## config.mk

```make
export PLATFORM = sky130hd
export DESIGN_NAME = gfx_vga_fade
export DESIGN_NICKNAME = d
export VERILOG_FILES = /design/src/common/gfx_pkg.sv /design/src/fade/fade_stage.sv /design/src/fade/sync_fifo.sv /design/src/hw/fb_ram.sv /design/src/hw/fb_writer_2to1.sv /design/src/hw/gfx_vga_fade.sv /design/src/pixel_stream/vga_fb_pixel_stream.sv
export SDC_FILE = /design/constraint.sdc
export NUM_CORES = 1
export LEC_CHECK = 0
export BUFFER_PORTS_ARGS = -buffer_cell sky130_fd_sc_hd__clkbuf_2
export CAP_MARGIN = 0
export CORE_UTILIZATION = 57
export DETAILED_ROUTE_END_ITERATION = 6
export PLACE_DENSITY = 0.74
export SLEW_MARGIN = 20
export SYNTH_ARGS = -nofsm -noshare
export SYNTH_HDL_FRONTEND = slang
export SYNTH_HIERARCHICAL = 1
export SYNTH_SLANG_ARGS = --single-unit
```

## constraint.sdc

```tcl
create_clock -name clk -period 3.2 [get_ports clk]
set_input_delay 0.16 -clock clk [delete_from_list [all_inputs] [get_ports clk]]
set_output_delay 0.16 -clock clk [all_outputs]
set_load 0.005 [all_outputs]
```

## src/common/gfx_pkg.sv

```systemverilog
package gfx_pkg;

  // pixel format, 4 bits per channel, red in the top nibble
  localparam int PIXEL_BITS     = 12;
  localparam int COLOR_BITS     = 4;
  localparam int PIXEL_AGE_BITS = 4;
  // stored word is {age, red, grn, blu}
  localparam int FB_WORD_BITS   = PIXEL_AGE_BITS + PIXEL_BITS;

  // horizontal timing in clocks
  localparam int H_VISIBLE     = 8;
  localparam int H_FRONT_PORCH = 1;
  localparam int H_SYNC_PULSE  = 2;
  localparam int H_BACK_PORCH  = 1;
  localparam int H_WHOLE_LINE  = H_VISIBLE + H_FRONT_PORCH + H_SYNC_PULSE + H_BACK_PORCH;
  localparam int H_SYNC_START  = H_VISIBLE + H_FRONT_PORCH;
  localparam int H_SYNC_END    = H_SYNC_START + H_SYNC_PULSE;
  localparam int H_CNT_BITS    = $clog2(H_WHOLE_LINE);

  // vertical timing in lines
  localparam int V_VISIBLE     = 4;
  localparam int V_FRONT_PORCH = 1;
  localparam int V_SYNC_PULSE  = 1;
  localparam int V_BACK_PORCH  = 0;
  localparam int V_WHOLE_FRAME = V_VISIBLE + V_FRONT_PORCH + V_SYNC_PULSE + V_BACK_PORCH;
  localparam int V_SYNC_START  = V_VISIBLE + V_FRONT_PORCH;
  localparam int V_SYNC_END    = V_SYNC_START + V_SYNC_PULSE;
  localparam int V_CNT_BITS    = $clog2(V_WHOLE_FRAME);

  // client coordinates and framebuffer addressing
  localparam int FB_X_BITS    = 3;
  localparam int FB_Y_BITS    = 2;
  localparam int FB_ADDR_BITS = 5;

  // fading
  localparam logic [PIXEL_AGE_BITS-1:0] FADE_AGE_NEW = 4'd4;
  localparam logic [PIXEL_AGE_BITS-1:0] FADE_AGE_DIM = 4'd2;
  localparam int FADE_QUEUE_DEPTH     = 8;
  localparam int FADE_QUEUE_PTR_BITS  = $clog2(FADE_QUEUE_DEPTH);

endpackage

```

## src/fade/fade_stage.sv

```systemverilog
`timescale 1ns/10ps

module fade_stage (
  input  logic                             clk,
  input  logic                             rst,
  input  logic                             tap_valid,
  input  logic [gfx_pkg::FB_ADDR_BITS-1:0] tap_addr,
  input  logic [gfx_pkg::FB_WORD_BITS-1:0] tap_word,
  output logic                             fade_valid,
  input  logic                             fade_ready,
  output logic [gfx_pkg::FB_ADDR_BITS-1:0] fade_addr,
  output logic [gfx_pkg::FB_WORD_BITS-1:0] fade_word
);

  localparam int QUEUE_BITS = gfx_pkg::FB_ADDR_BITS + gfx_pkg::FB_WORD_BITS;

  logic [gfx_pkg::PIXEL_AGE_BITS-1:0] age;
  logic [gfx_pkg::PIXEL_AGE_BITS-1:0] next_age;
  logic [gfx_pkg::COLOR_BITS-1:0]     red;
  logic [gfx_pkg::COLOR_BITS-1:0]     grn;
  logic [gfx_pkg::COLOR_BITS-1:0]     blu;
  logic [gfx_pkg::PIXEL_BITS-1:0]     next_color;
  logic                               fade_hit;

  logic                             push_q;
  logic [gfx_pkg::FB_ADDR_BITS-1:0] push_addr_q;
  logic [gfx_pkg::FB_WORD_BITS-1:0] push_word_q;
  logic                             queue_full;
  logic                             queue_empty;

  assign {age, red, grn, blu} = tap_word;
  assign fade_hit = tap_valid && (age != '0);
  assign next_age = age - 1'b1;

  always_comb begin
    if (next_age == '0) begin
      next_color = '0;
    end else if (next_age == gfx_pkg::FADE_AGE_DIM) begin
      // dim step, every channel at half brightness
      next_color = {red >> 1, grn >> 1, blu >> 1};
    end else begin
      next_color = {red, grn, blu};
    end
  end

  always_ff @(posedge clk) begin
    if (rst) begin
      push_q <= 1'b0;
    end else begin
      push_q <= fade_hit;
    end
  end

  always_ff @(posedge clk) begin
    push_addr_q <= tap_addr;
    push_word_q <= {next_age, next_color};
  end

  sync_fifo #(
    .DATA_WIDTH(QUEUE_BITS)
  ) fade_queue_i (
    .clk      (clk),
    .rst      (rst),
    .push     (push_q),
    .push_data({push_addr_q, push_word_q}),
    .full     (queue_full),
    .pop      (fade_ready),
    .pop_data ({fade_addr, fade_word}),
    .empty    (queue_empty)
  );

  assign fade_valid = !queue_empty;

  // a visible line yields at most 8 entries, the writer drains with priority
  a_no_overflow: assert property (
    @(posedge clk) disable iff (rst) push_q |-> !queue_full
  );

endmodule

```

## src/fade/sync_fifo.sv

```systemverilog
`timescale 1ns/10ps

module sync_fifo #(
  parameter int DATA_WIDTH = 8
) (
  input  logic                  clk,
  input  logic                  rst,
  input  logic                  push,
  input  logic [DATA_WIDTH-1:0] push_data,
  output logic                  full,
  input  logic                  pop,
  output logic [DATA_WIDTH-1:0] pop_data,
  output logic                  empty
);

  localparam int PTR_BITS = gfx_pkg::FADE_QUEUE_PTR_BITS;

  logic [DATA_WIDTH-1:0] mem [0:gfx_pkg::FADE_QUEUE_DEPTH-1];
  logic [PTR_BITS-1:0]   wr_ptr;
  logic [PTR_BITS-1:0]   rd_ptr;
  logic [PTR_BITS:0]     count;
  logic                  do_push;
  logic                  do_pop;

  assign full     = count == (PTR_BITS + 1)'(gfx_pkg::FADE_QUEUE_DEPTH);
  assign empty    = count == '0;
  assign do_push  = push && !full;
  assign do_pop   = pop && !empty;
  assign pop_data = mem[rd_ptr];

  always_ff @(posedge clk) begin
    if (do_push) begin
      mem[wr_ptr] <= push_data;
    end
  end

  always_ff @(posedge clk) begin
    if (rst) begin
      wr_ptr <= '0;
      rd_ptr <= '0;
      count  <= '0;
    end else begin
      if (do_push) begin
        wr_ptr <= (wr_ptr == PTR_BITS'(gfx_pkg::FADE_QUEUE_DEPTH - 1)) ? '0 : wr_ptr + 1'b1;
      end
      if (do_pop) begin
        rd_ptr <= (rd_ptr == PTR_BITS'(gfx_pkg::FADE_QUEUE_DEPTH - 1)) ? '0 : rd_ptr + 1'b1;
      end
      if (do_push && !do_pop) begin
        count <= count + 1'b1;
      end else if (do_pop && !do_push) begin
        count <= count - 1'b1;
      end
    end
  end

  a_no_underflow: assert property (@(posedge clk) disable iff (rst) pop |-> !empty);

endmodule

```

## src/hw/fb_ram.sv

```systemverilog
`timescale 1ns/10ps

module fb_ram (
  input  logic                             clk,
  input  logic                             wr_en,
  input  logic [gfx_pkg::FB_ADDR_BITS-1:0] wr_addr,
  input  logic [gfx_pkg::FB_WORD_BITS-1:0] wr_data,
  input  logic [gfx_pkg::FB_ADDR_BITS-1:0] rd_addr,
  output logic [gfx_pkg::FB_WORD_BITS-1:0] rd_data
);

  logic [gfx_pkg::FB_WORD_BITS-1:0] mem [0:(1 << gfx_pkg::FB_ADDR_BITS)-1];

  always_ff @(posedge clk) begin
    if (wr_en) begin
      mem[wr_addr] <= wr_data;
    end
  end

  // read-first so a same-cycle write shows up on the next read
  always_ff @(posedge clk) begin
    rd_data <= mem[rd_addr];
  end

endmodule

```

## src/hw/fb_writer_2to1.sv

```systemverilog
`timescale 1ns/10ps

module fb_writer_2to1 (
  input  logic                             clk,
  input  logic                             rst,
  input  logic                             gfx_valid,
  output logic                             gfx_ready,
  input  logic [   gfx_pkg::FB_X_BITS-1:0] gfx_x,
  input  logic [   gfx_pkg::FB_Y_BITS-1:0] gfx_y,
  input  logic [  gfx_pkg::PIXEL_BITS-1:0] gfx_color,
  input  logic                             fade_valid,
  output logic                             fade_ready,
  input  logic [gfx_pkg::FB_ADDR_BITS-1:0] fade_addr,
  input  logic [gfx_pkg::FB_WORD_BITS-1:0] fade_word,
  output logic                             wr_en,
  output logic [gfx_pkg::FB_ADDR_BITS-1:0] wr_addr,
  output logic [gfx_pkg::FB_WORD_BITS-1:0] wr_data
);

  logic [gfx_pkg::FB_ADDR_BITS-1:0] gfx_addr;
  logic [gfx_pkg::FB_WORD_BITS-1:0] gfx_word;

  assign gfx_addr = gfx_pkg::FB_ADDR_BITS'(int'(gfx_y) * gfx_pkg::H_VISIBLE + int'(gfx_x));
  // a fresh draw starts at full age
  assign gfx_word = {gfx_pkg::FADE_AGE_NEW, gfx_color};

  // write-backs always win and the client waits while any are pending
  assign fade_ready = fade_valid;
  assign gfx_ready  = !fade_valid;

  assign wr_en   = fade_valid || gfx_valid;
  assign wr_addr = fade_valid ? fade_addr : gfx_addr;
  assign wr_data = fade_valid ? fade_word : gfx_word;

  // client keeps its draw steady while it is stalled
  a_gfx_hold: assert property (
    @(posedge clk) disable iff (rst)
    (gfx_valid && !gfx_ready) |=> (gfx_valid && $stable({gfx_x, gfx_y, gfx_color}))
  );

endmodule

```

## src/hw/gfx_vga_fade.sv

```systemverilog
`timescale 1ns/10ps

module gfx_vga_fade (
  input  logic                            clk,
  input  logic                            rst,
  input  logic [  gfx_pkg::FB_X_BITS-1:0] gfx_x,
  input  logic [  gfx_pkg::FB_Y_BITS-1:0] gfx_y,
  input  logic [ gfx_pkg::PIXEL_BITS-1:0] gfx_color,
  input  logic                            gfx_valid,
  output logic                            gfx_ready,
  output logic                            gfx_vsync,
  input  logic                            vga_enable,
  output logic [ gfx_pkg::COLOR_BITS-1:0] vga_red,
  output logic [ gfx_pkg::COLOR_BITS-1:0] vga_grn,
  output logic [ gfx_pkg::COLOR_BITS-1:0] vga_blu,
  output logic                            vga_hsync,
  output logic                            vga_vsync
);

  // framebuffer ports
  logic                             wr_en;
  logic [gfx_pkg::FB_ADDR_BITS-1:0] wr_addr;
  logic [gfx_pkg::FB_WORD_BITS-1:0] wr_data;
  logic [gfx_pkg::FB_ADDR_BITS-1:0] rd_addr;
  logic [gfx_pkg::FB_WORD_BITS-1:0] rd_data;

  // scan engine tap into the fade stage
  logic                             tap_valid;
  logic [gfx_pkg::FB_ADDR_BITS-1:0] tap_addr;
  logic [gfx_pkg::FB_WORD_BITS-1:0] tap_word;

  // fade write-backs toward the writer
  logic                             fade_valid;
  logic                             fade_ready;
  logic [gfx_pkg::FB_ADDR_BITS-1:0] fade_addr;
  logic [gfx_pkg::FB_WORD_BITS-1:0] fade_word;

  fb_ram fb_ram_i (
    .clk    (clk),
    .wr_en  (wr_en),
    .wr_addr(wr_addr),
    .wr_data(wr_data),
    .rd_addr(rd_addr),
    .rd_data(rd_data)
  );

  vga_fb_pixel_stream vga_fb_pixel_stream_i (
    .clk       (clk),
    .rst       (rst),
    .vga_enable(vga_enable),
    .rd_addr   (rd_addr),
    .rd_data   (rd_data),
    .tap_valid (tap_valid),
    .tap_addr  (tap_addr),
    .tap_word  (tap_word),
    .vga_hsync (vga_hsync),
    .vga_vsync (vga_vsync),
    .vga_red   (vga_red),
    .vga_grn   (vga_grn),
    .vga_blu   (vga_blu),
    .gfx_vsync (gfx_vsync)
  );

  fade_stage fade_stage_i (
    .clk       (clk),
    .rst       (rst),
    .tap_valid (tap_valid),
    .tap_addr  (tap_addr),
    .tap_word  (tap_word),
    .fade_valid(fade_valid),
    .fade_ready(fade_ready),
    .fade_addr (fade_addr),
    .fade_word (fade_word)
  );

  fb_writer_2to1 fb_writer_2to1_i (
    .clk       (clk),
    .rst       (rst),
    .gfx_valid (gfx_valid),
    .gfx_ready (gfx_ready),
    .gfx_x     (gfx_x),
    .gfx_y     (gfx_y),
    .gfx_color (gfx_color),
    .fade_valid(fade_valid),
    .fade_ready(fade_ready),
    .fade_addr (fade_addr),
    .fade_word (fade_word),
    .wr_en     (wr_en),
    .wr_addr   (wr_addr),
    .wr_data   (wr_data)
  );

endmodule

```

## src/pixel_stream/vga_fb_pixel_stream.sv

```systemverilog
`timescale 1ns/10ps

module vga_fb_pixel_stream (
  input  logic                             clk,
  input  logic                             rst,
  input  logic                             vga_enable,
  output logic [gfx_pkg::FB_ADDR_BITS-1:0] rd_addr,
  input  logic [gfx_pkg::FB_WORD_BITS-1:0] rd_data,
  output logic                             tap_valid,
  output logic [gfx_pkg::FB_ADDR_BITS-1:0] tap_addr,
  output logic [gfx_pkg::FB_WORD_BITS-1:0] tap_word,
  output logic                             vga_hsync,
  output logic                             vga_vsync,
  output logic [  gfx_pkg::COLOR_BITS-1:0] vga_red,
  output logic [  gfx_pkg::COLOR_BITS-1:0] vga_grn,
  output logic [  gfx_pkg::COLOR_BITS-1:0] vga_blu,
  output logic                             gfx_vsync
);

  logic [gfx_pkg::H_CNT_BITS-1:0] h_cnt;
  logic [gfx_pkg::V_CNT_BITS-1:0] v_cnt;
  logic                           h_last;
  logic                           v_last;
  logic                           visible;
  logic                           hsync;
  logic                           vsync;

  // flags delayed one cycle so they line up with rd_data
  logic                             s1_valid;
  logic                             s1_visible;
  logic                             s1_hsync;
  logic                             s1_vsync;
  logic [gfx_pkg::FB_ADDR_BITS-1:0] s1_addr;
  logic [  gfx_pkg::PIXEL_BITS-1:0] s1_color;

  assign h_last  = h_cnt == gfx_pkg::H_CNT_BITS'(gfx_pkg::H_WHOLE_LINE - 1);
  assign v_last  = v_cnt == gfx_pkg::V_CNT_BITS'(gfx_pkg::V_WHOLE_FRAME - 1);
  assign visible = (h_cnt < gfx_pkg::H_CNT_BITS'(gfx_pkg::H_VISIBLE)) &&
                   (v_cnt < gfx_pkg::V_CNT_BITS'(gfx_pkg::V_VISIBLE));
  assign hsync   = (h_cnt >= gfx_pkg::H_CNT_BITS'(gfx_pkg::H_SYNC_START)) &&
                   (h_cnt < gfx_pkg::H_CNT_BITS'(gfx_pkg::H_SYNC_END));
  assign vsync   = (v_cnt >= gfx_pkg::V_CNT_BITS'(gfx_pkg::V_SYNC_START)) &&
                   (v_cnt < gfx_pkg::V_CNT_BITS'(gfx_pkg::V_SYNC_END));

  // only meaningful for visible positions, blanking reads are ignored
  assign rd_addr = gfx_pkg::FB_ADDR_BITS'(int'(v_cnt) * gfx_pkg::H_VISIBLE + int'(h_cnt));

  always_ff @(posedge clk) begin
    if (rst) begin
      h_cnt <= '0;
      v_cnt <= '0;
    end else if (vga_enable) begin
      if (h_last) begin
        h_cnt <= '0;
        v_cnt <= v_last ? '0 : v_cnt + 1'b1;
      end else begin
        h_cnt <= h_cnt + 1'b1;
      end
    end
  end

  always_ff @(posedge clk) begin
    if (rst) begin
      s1_valid   <= 1'b0;
      s1_visible <= 1'b0;
      s1_hsync   <= 1'b0;
      s1_vsync   <= 1'b0;
    end else begin
      s1_valid <= vga_enable;
      if (vga_enable) begin
        s1_visible <= visible;
        s1_hsync   <= hsync;
        s1_vsync   <= vsync;
      end
    end
  end

  always_ff @(posedge clk) begin
    if (vga_enable) begin
      s1_addr <= rd_addr;
    end
  end

  // the fade stage sees each visible pixel once per frame
  assign tap_valid = s1_valid && s1_visible;
  assign tap_addr  = s1_addr;
  assign tap_word  = rd_data;
  assign s1_color  = rd_data[gfx_pkg::PIXEL_BITS-1:0];

  always_ff @(posedge clk) begin
    if (rst) begin
      vga_hsync <= 1'b0;
      vga_vsync <= 1'b0;
      vga_red   <= '0;
      vga_grn   <= '0;
      vga_blu   <= '0;
    end else if (s1_valid) begin
      vga_hsync <= s1_hsync;
      vga_vsync <= s1_vsync;
      if (s1_visible) begin
        {vga_red, vga_grn, vga_blu} <= s1_color;
      end else begin
        {vga_red, vga_grn, vga_blu} <= '0;
      end
    end
  end

  assign gfx_vsync = vga_vsync;

  a_h_in_line: assert property (
    @(posedge clk) disable iff (rst) h_cnt < gfx_pkg::H_CNT_BITS'(gfx_pkg::H_WHOLE_LINE)
  );

endmodule

```

Word level (Yosys, flattened, before mapping). Memories as Yosys holds them, arrays and structs flattened. A register that Yosys moved wholly into a read port is not among the register bits. Index checks and enable logic that the tools add are counted.

Bits in registers: 62. Bits in writable memories: 680. Logic and storage cells: 79. Memories: 2.

Memory list: fb_ram_i.mem (depth 32, width 16, rd ports 1, clocked after Yosys merged registers in 1, wr ports 1, line fb_ram.sv:12) `logic [gfx_pkg::FB_WORD_BITS-1:0] mem [0:(1 << gfx_pkg::FB_ADDR_BITS)-1];`; fade_stage_i.fade_queue_i.mem (depth 8, width 21, rd ports 1, clocked after Yosys merged registers in 1, wr ports 1, line sync_fifo.sv:18) `logic [DATA_WIDTH-1:0] mem [0:gfx_pkg::FADE_QUEUE_DEPTH-1];`.

Add/sub/neg operators: 9. Magnitude comparators: 6. Equality and inequality tests: 6. Multiplexer cells: 18. Reduce and logical (&&, ||, !) cells: 18.

Operators with widths (count): 4-bit 2-to-1 mux (6); 16-bit 2-to-1 mux (1); 3-bit 2-to-1 mux (5); 11-bit 2-to-1 mux (1); 3-bit by 1-bit adder with 3-bit output, second input constant (3); 3-bit equality test, second input constant (3); 4-bit by 1-bit adder with 4-bit output, second input constant (2); 4-bit equality test, second input constant (2); 1-bit logical AND (8); 4-bit zero test (2); 4-bit < comparator, second input constant (2); 4-bit by 1-bit subtractor with 4-bit output, second input constant (2); 3-bit < comparator, second input constant (2); 5-bit by 3-bit adder with 5-bit output (1); 5-bit by 4-bit adder with 5-bit output (1); 5-bit 2-to-1 mux (1); 4-bit by 2-bit equality test with 1-bit output, second input constant (1); 4-bit >= comparator, second input constant (1); 1-bit 2-to-1 mux (4); 4-bit nonzero test (1); 3-bit >= comparator, second input constant (1); 1-bit zero test (3); 2-bit AND reduction (1); 2-bit nonzero test (1); other kinds (2) (2).

Longest topological paths before layout.
Word-level depth: 7. Mapped depth: 11. Gate-level depth less buffers: 10.

By module. Netlist, hierarchy kept.

By module, submodules not included: fb_ram (times used 1, cells an instance 1143, area an instance 20535.9 um^2, seq. area each 15695.1 um^2); sync_fifo (times used 1, cells an instance 319, area an instance 7146.9 um^2, seq. area each 5305.1 um^2); vga_fb_pixel_stream (times used 1, cells an instance 140, area an instance 1335.0 um^2, seq. area each 650.6 um^2); fade_stage (times used 1, cells an instance 63, area an instance 730.7 um^2, seq. area each 440.4 um^2); fb_writer_2to1 (times used 1, cells an instance 26, area an instance 256.5 um^2, seq. area each 0.0 um^2).

Worst setup path after synthesis. No wires, ideal clock.

Kind: reg2reg. Start point: register with a tool-made name. End point: memory fb_ram_i/mem[12][0] (netlist bit) (enable). Setup time: 0.388 ns. Arrival: 3.004 ns. Required time: 2.812 ns. Path slack: -0.192 ns. Stages on the path, launching flop included: 9. Clock period less this slack: 3.392 ns. Path through: dfxtp_1 > buf_6 > buf_6 > mux4_1 > mux2_2 > mux2_2 > or3b_2 > clkbuf_1 > nor2_1.

RTL lines (line): to (decl) (fb_ram.sv:12).

==> results.json <==
{
  "die_w_um": 231,
  "clk_pin_slew_ns": 0.06,
  "portBuffers": 36,
  "drive_gt1_share_pct": 16.8,
  "crit_fanout": 16,
  "rsz0062_at_grt": "false",
  "fin_crit_sh_pct": 96.0,
  "syn-cell-area_mm2": 0.0300,
  "relSlewSlack_pct": 34.3,
  "tritoncts": "done",
  "ir_drop_uv": 517,
  "numCtsBuffers": 76,
  "p_per_area_mw_per_mm2": 839,
  "clockBufferDepth": 3,
  "worst_pin_slew_ns": 0.986,
  "grtUsageTotal_pct": 24.9,
  "grt_antenna_before_repair": 2,
  "syn-num-nets": 1726,
  "slew_violations": 0,
  "coreArea_mm2": 0.0516,
  "fp.dieH_um": 231,
  "hold_viol": 0,
  "hold_class": "in -> reg",
  "vias": 15566,
  "max_freq_mhz": 325,
  "worstPathRequired_ns": 3.52,
  "die_area_mm2": 0.0536,
  "maxCapViolCount": 0,
  "setup_viol": 0,
  "power.total_uw": 28100,
  "dp.cells": 2379,
  "htreeDepth": 3,
  "end_kind": "register",
  "grt_pass1_vias": 15263,
  "drt_wl_total_um": 65500,
  "grt_max_degree": 51,
  "gr-total-overflow": 0,
  "start_util_pct": 58.1,
  "regToRegSetupSlack_ns": 0.13,
  "cts_root_buffer": "clkbuf_16",
  "drc_errors": 0,
  "gp_congestion": 0.882,
  "syn_inst": 1690,
  "ys_warn_count": 6,
  "cts.sinks": 761,
  "placed_cell_area_mm2": 0.0311,
  "drt-pass1-iter-count": 6,
  "antenna_left": 0,
  "startpoint_type": "register",
  "grt_pass1_wl_um": 96400,
  "min_period_ns": 3.07,
  "dp_hpwl_um": 39900,
  "drtIter0Drc": 1793,
  "wire_per_inst_um": 26.0,
  "avgViaCountPerCell": 6.18,
  "leakage_uw": 0.0112,
  "ioPinCount": 37,
  "clkLatencyLatePin_ns": 0.63,
  "fin_area_mm2": 0.0335,
  "status": "finished clean",
  "critical_path_class": "reg -> reg",
  "syn_avg_cell_area_um2": 17.8,
  "fin_cells": 2519,
  "tns_ns": 0,
  "rows": 83,
  "syn2layout_area_growth_pct": 11.6,
  "worstPathArrival_ns": 3.39,
  "final_nets": 1813,
  "skew_ns": 0.0254,
  "whs_ns": 0.149
}
layout by cell type (no fill, tap or decap), types with 10 or more instances in the layout:
cell,count
edfxtp_1,685
mux2i_1,263
clkbuf_16,78
dfxtp_1,74
buf_4,72
a22oi_1,64
nor2_1,59
a21oi_1,54
nand2_1,46
mux4_1,40
mux2_2,39
a22o_1,37
nand3_1,36
clkbuf_2,36
nor3_1,23
nand4_1,18
clkinv_2,17
a31oi_1,17
nor2b_1,16
clkinv_1,14
ha_1,14
buf_12,14
inv_1,11
clkbuf_1,10
final timing paths:
path | cells past startpoint | start | endpoint
max reg2reg | 6 | register | fb_ram_i/mem[8][5]
min | 1 | vga_enable | vga_fb_pixel_stream_i/tap_addr[1]
min reg2reg | 0 | vga_fb_pixel_stream_i/tap_addr[4] | fade_stage_i/push_addr_q[4]
max | 6 | register | fb_ram_i/mem[8][5]
where the power goes:
part	internal, uW	switching (uW)
combinational	1520	4230
sequential	13500	398
clock	4810	3680
metal layers:
metal / routed length (um) / vias to the layer above / global-route usage (%)
li1: - / 6845 / -
met1: 26800 / 7883 / 34.8
met2: 31000 / 712 / 39.0
met3: 5540 / 126 / 5.12
met4: 2130 / 0 / 9.19
met5: 0 / - / 0
worst max-delay path, cell delays in order (launching register included):
cell and delay, ns:
dfxtp_4 0.44, mux4_1 0.57, mux2_2 0.28, mux2_2 0.30, or3b_2 0.70, nor2_1 0.30, buf_12 0.19
per-stage QoR:
step                      setup slack, ns  utilization (%)
after global placement              0.111             60.2
after global routing               0.0703             64.9
after CTS                          0.0547             64.9
final                               0.127             64.9
after detailed placement           0.0639             60.2
after floorplan                    -0.192                -
what timing repair did:
item / CTS / global route
setup buffers: 0 / 0
resized for setup: 0 / 1
setup endpoints to repair: 0 / 82
hold buffers: 0 / 0
registers in the layout, summed over array words and instances (netlist names), 5 cells and up, named ones only:
signal	flops
fade_stage_i/fade_queue_i/mem	168
fade_stage_i/push_addr_q	5
fade_stage_i/push_word_q	16
fb_ram_i/mem	512
fb_ram_i/rd_data	16
vga_fb_pixel_stream_i/tap_addr	5
final cells by class:
type                            instances  area, um2
Sequential cell                       761      22100
Fill cell                            3412      18100
Multi-Input combinational cell        805       7070
Clock buffer                           94       2070
Timing Repair Buffer                  122       1000
Tap cell                              680        851
Clock inverter                         45        344
Inverter                               11       41.3
Antenna cell                            1       2.50
Power figures use the tool's default switching activity.
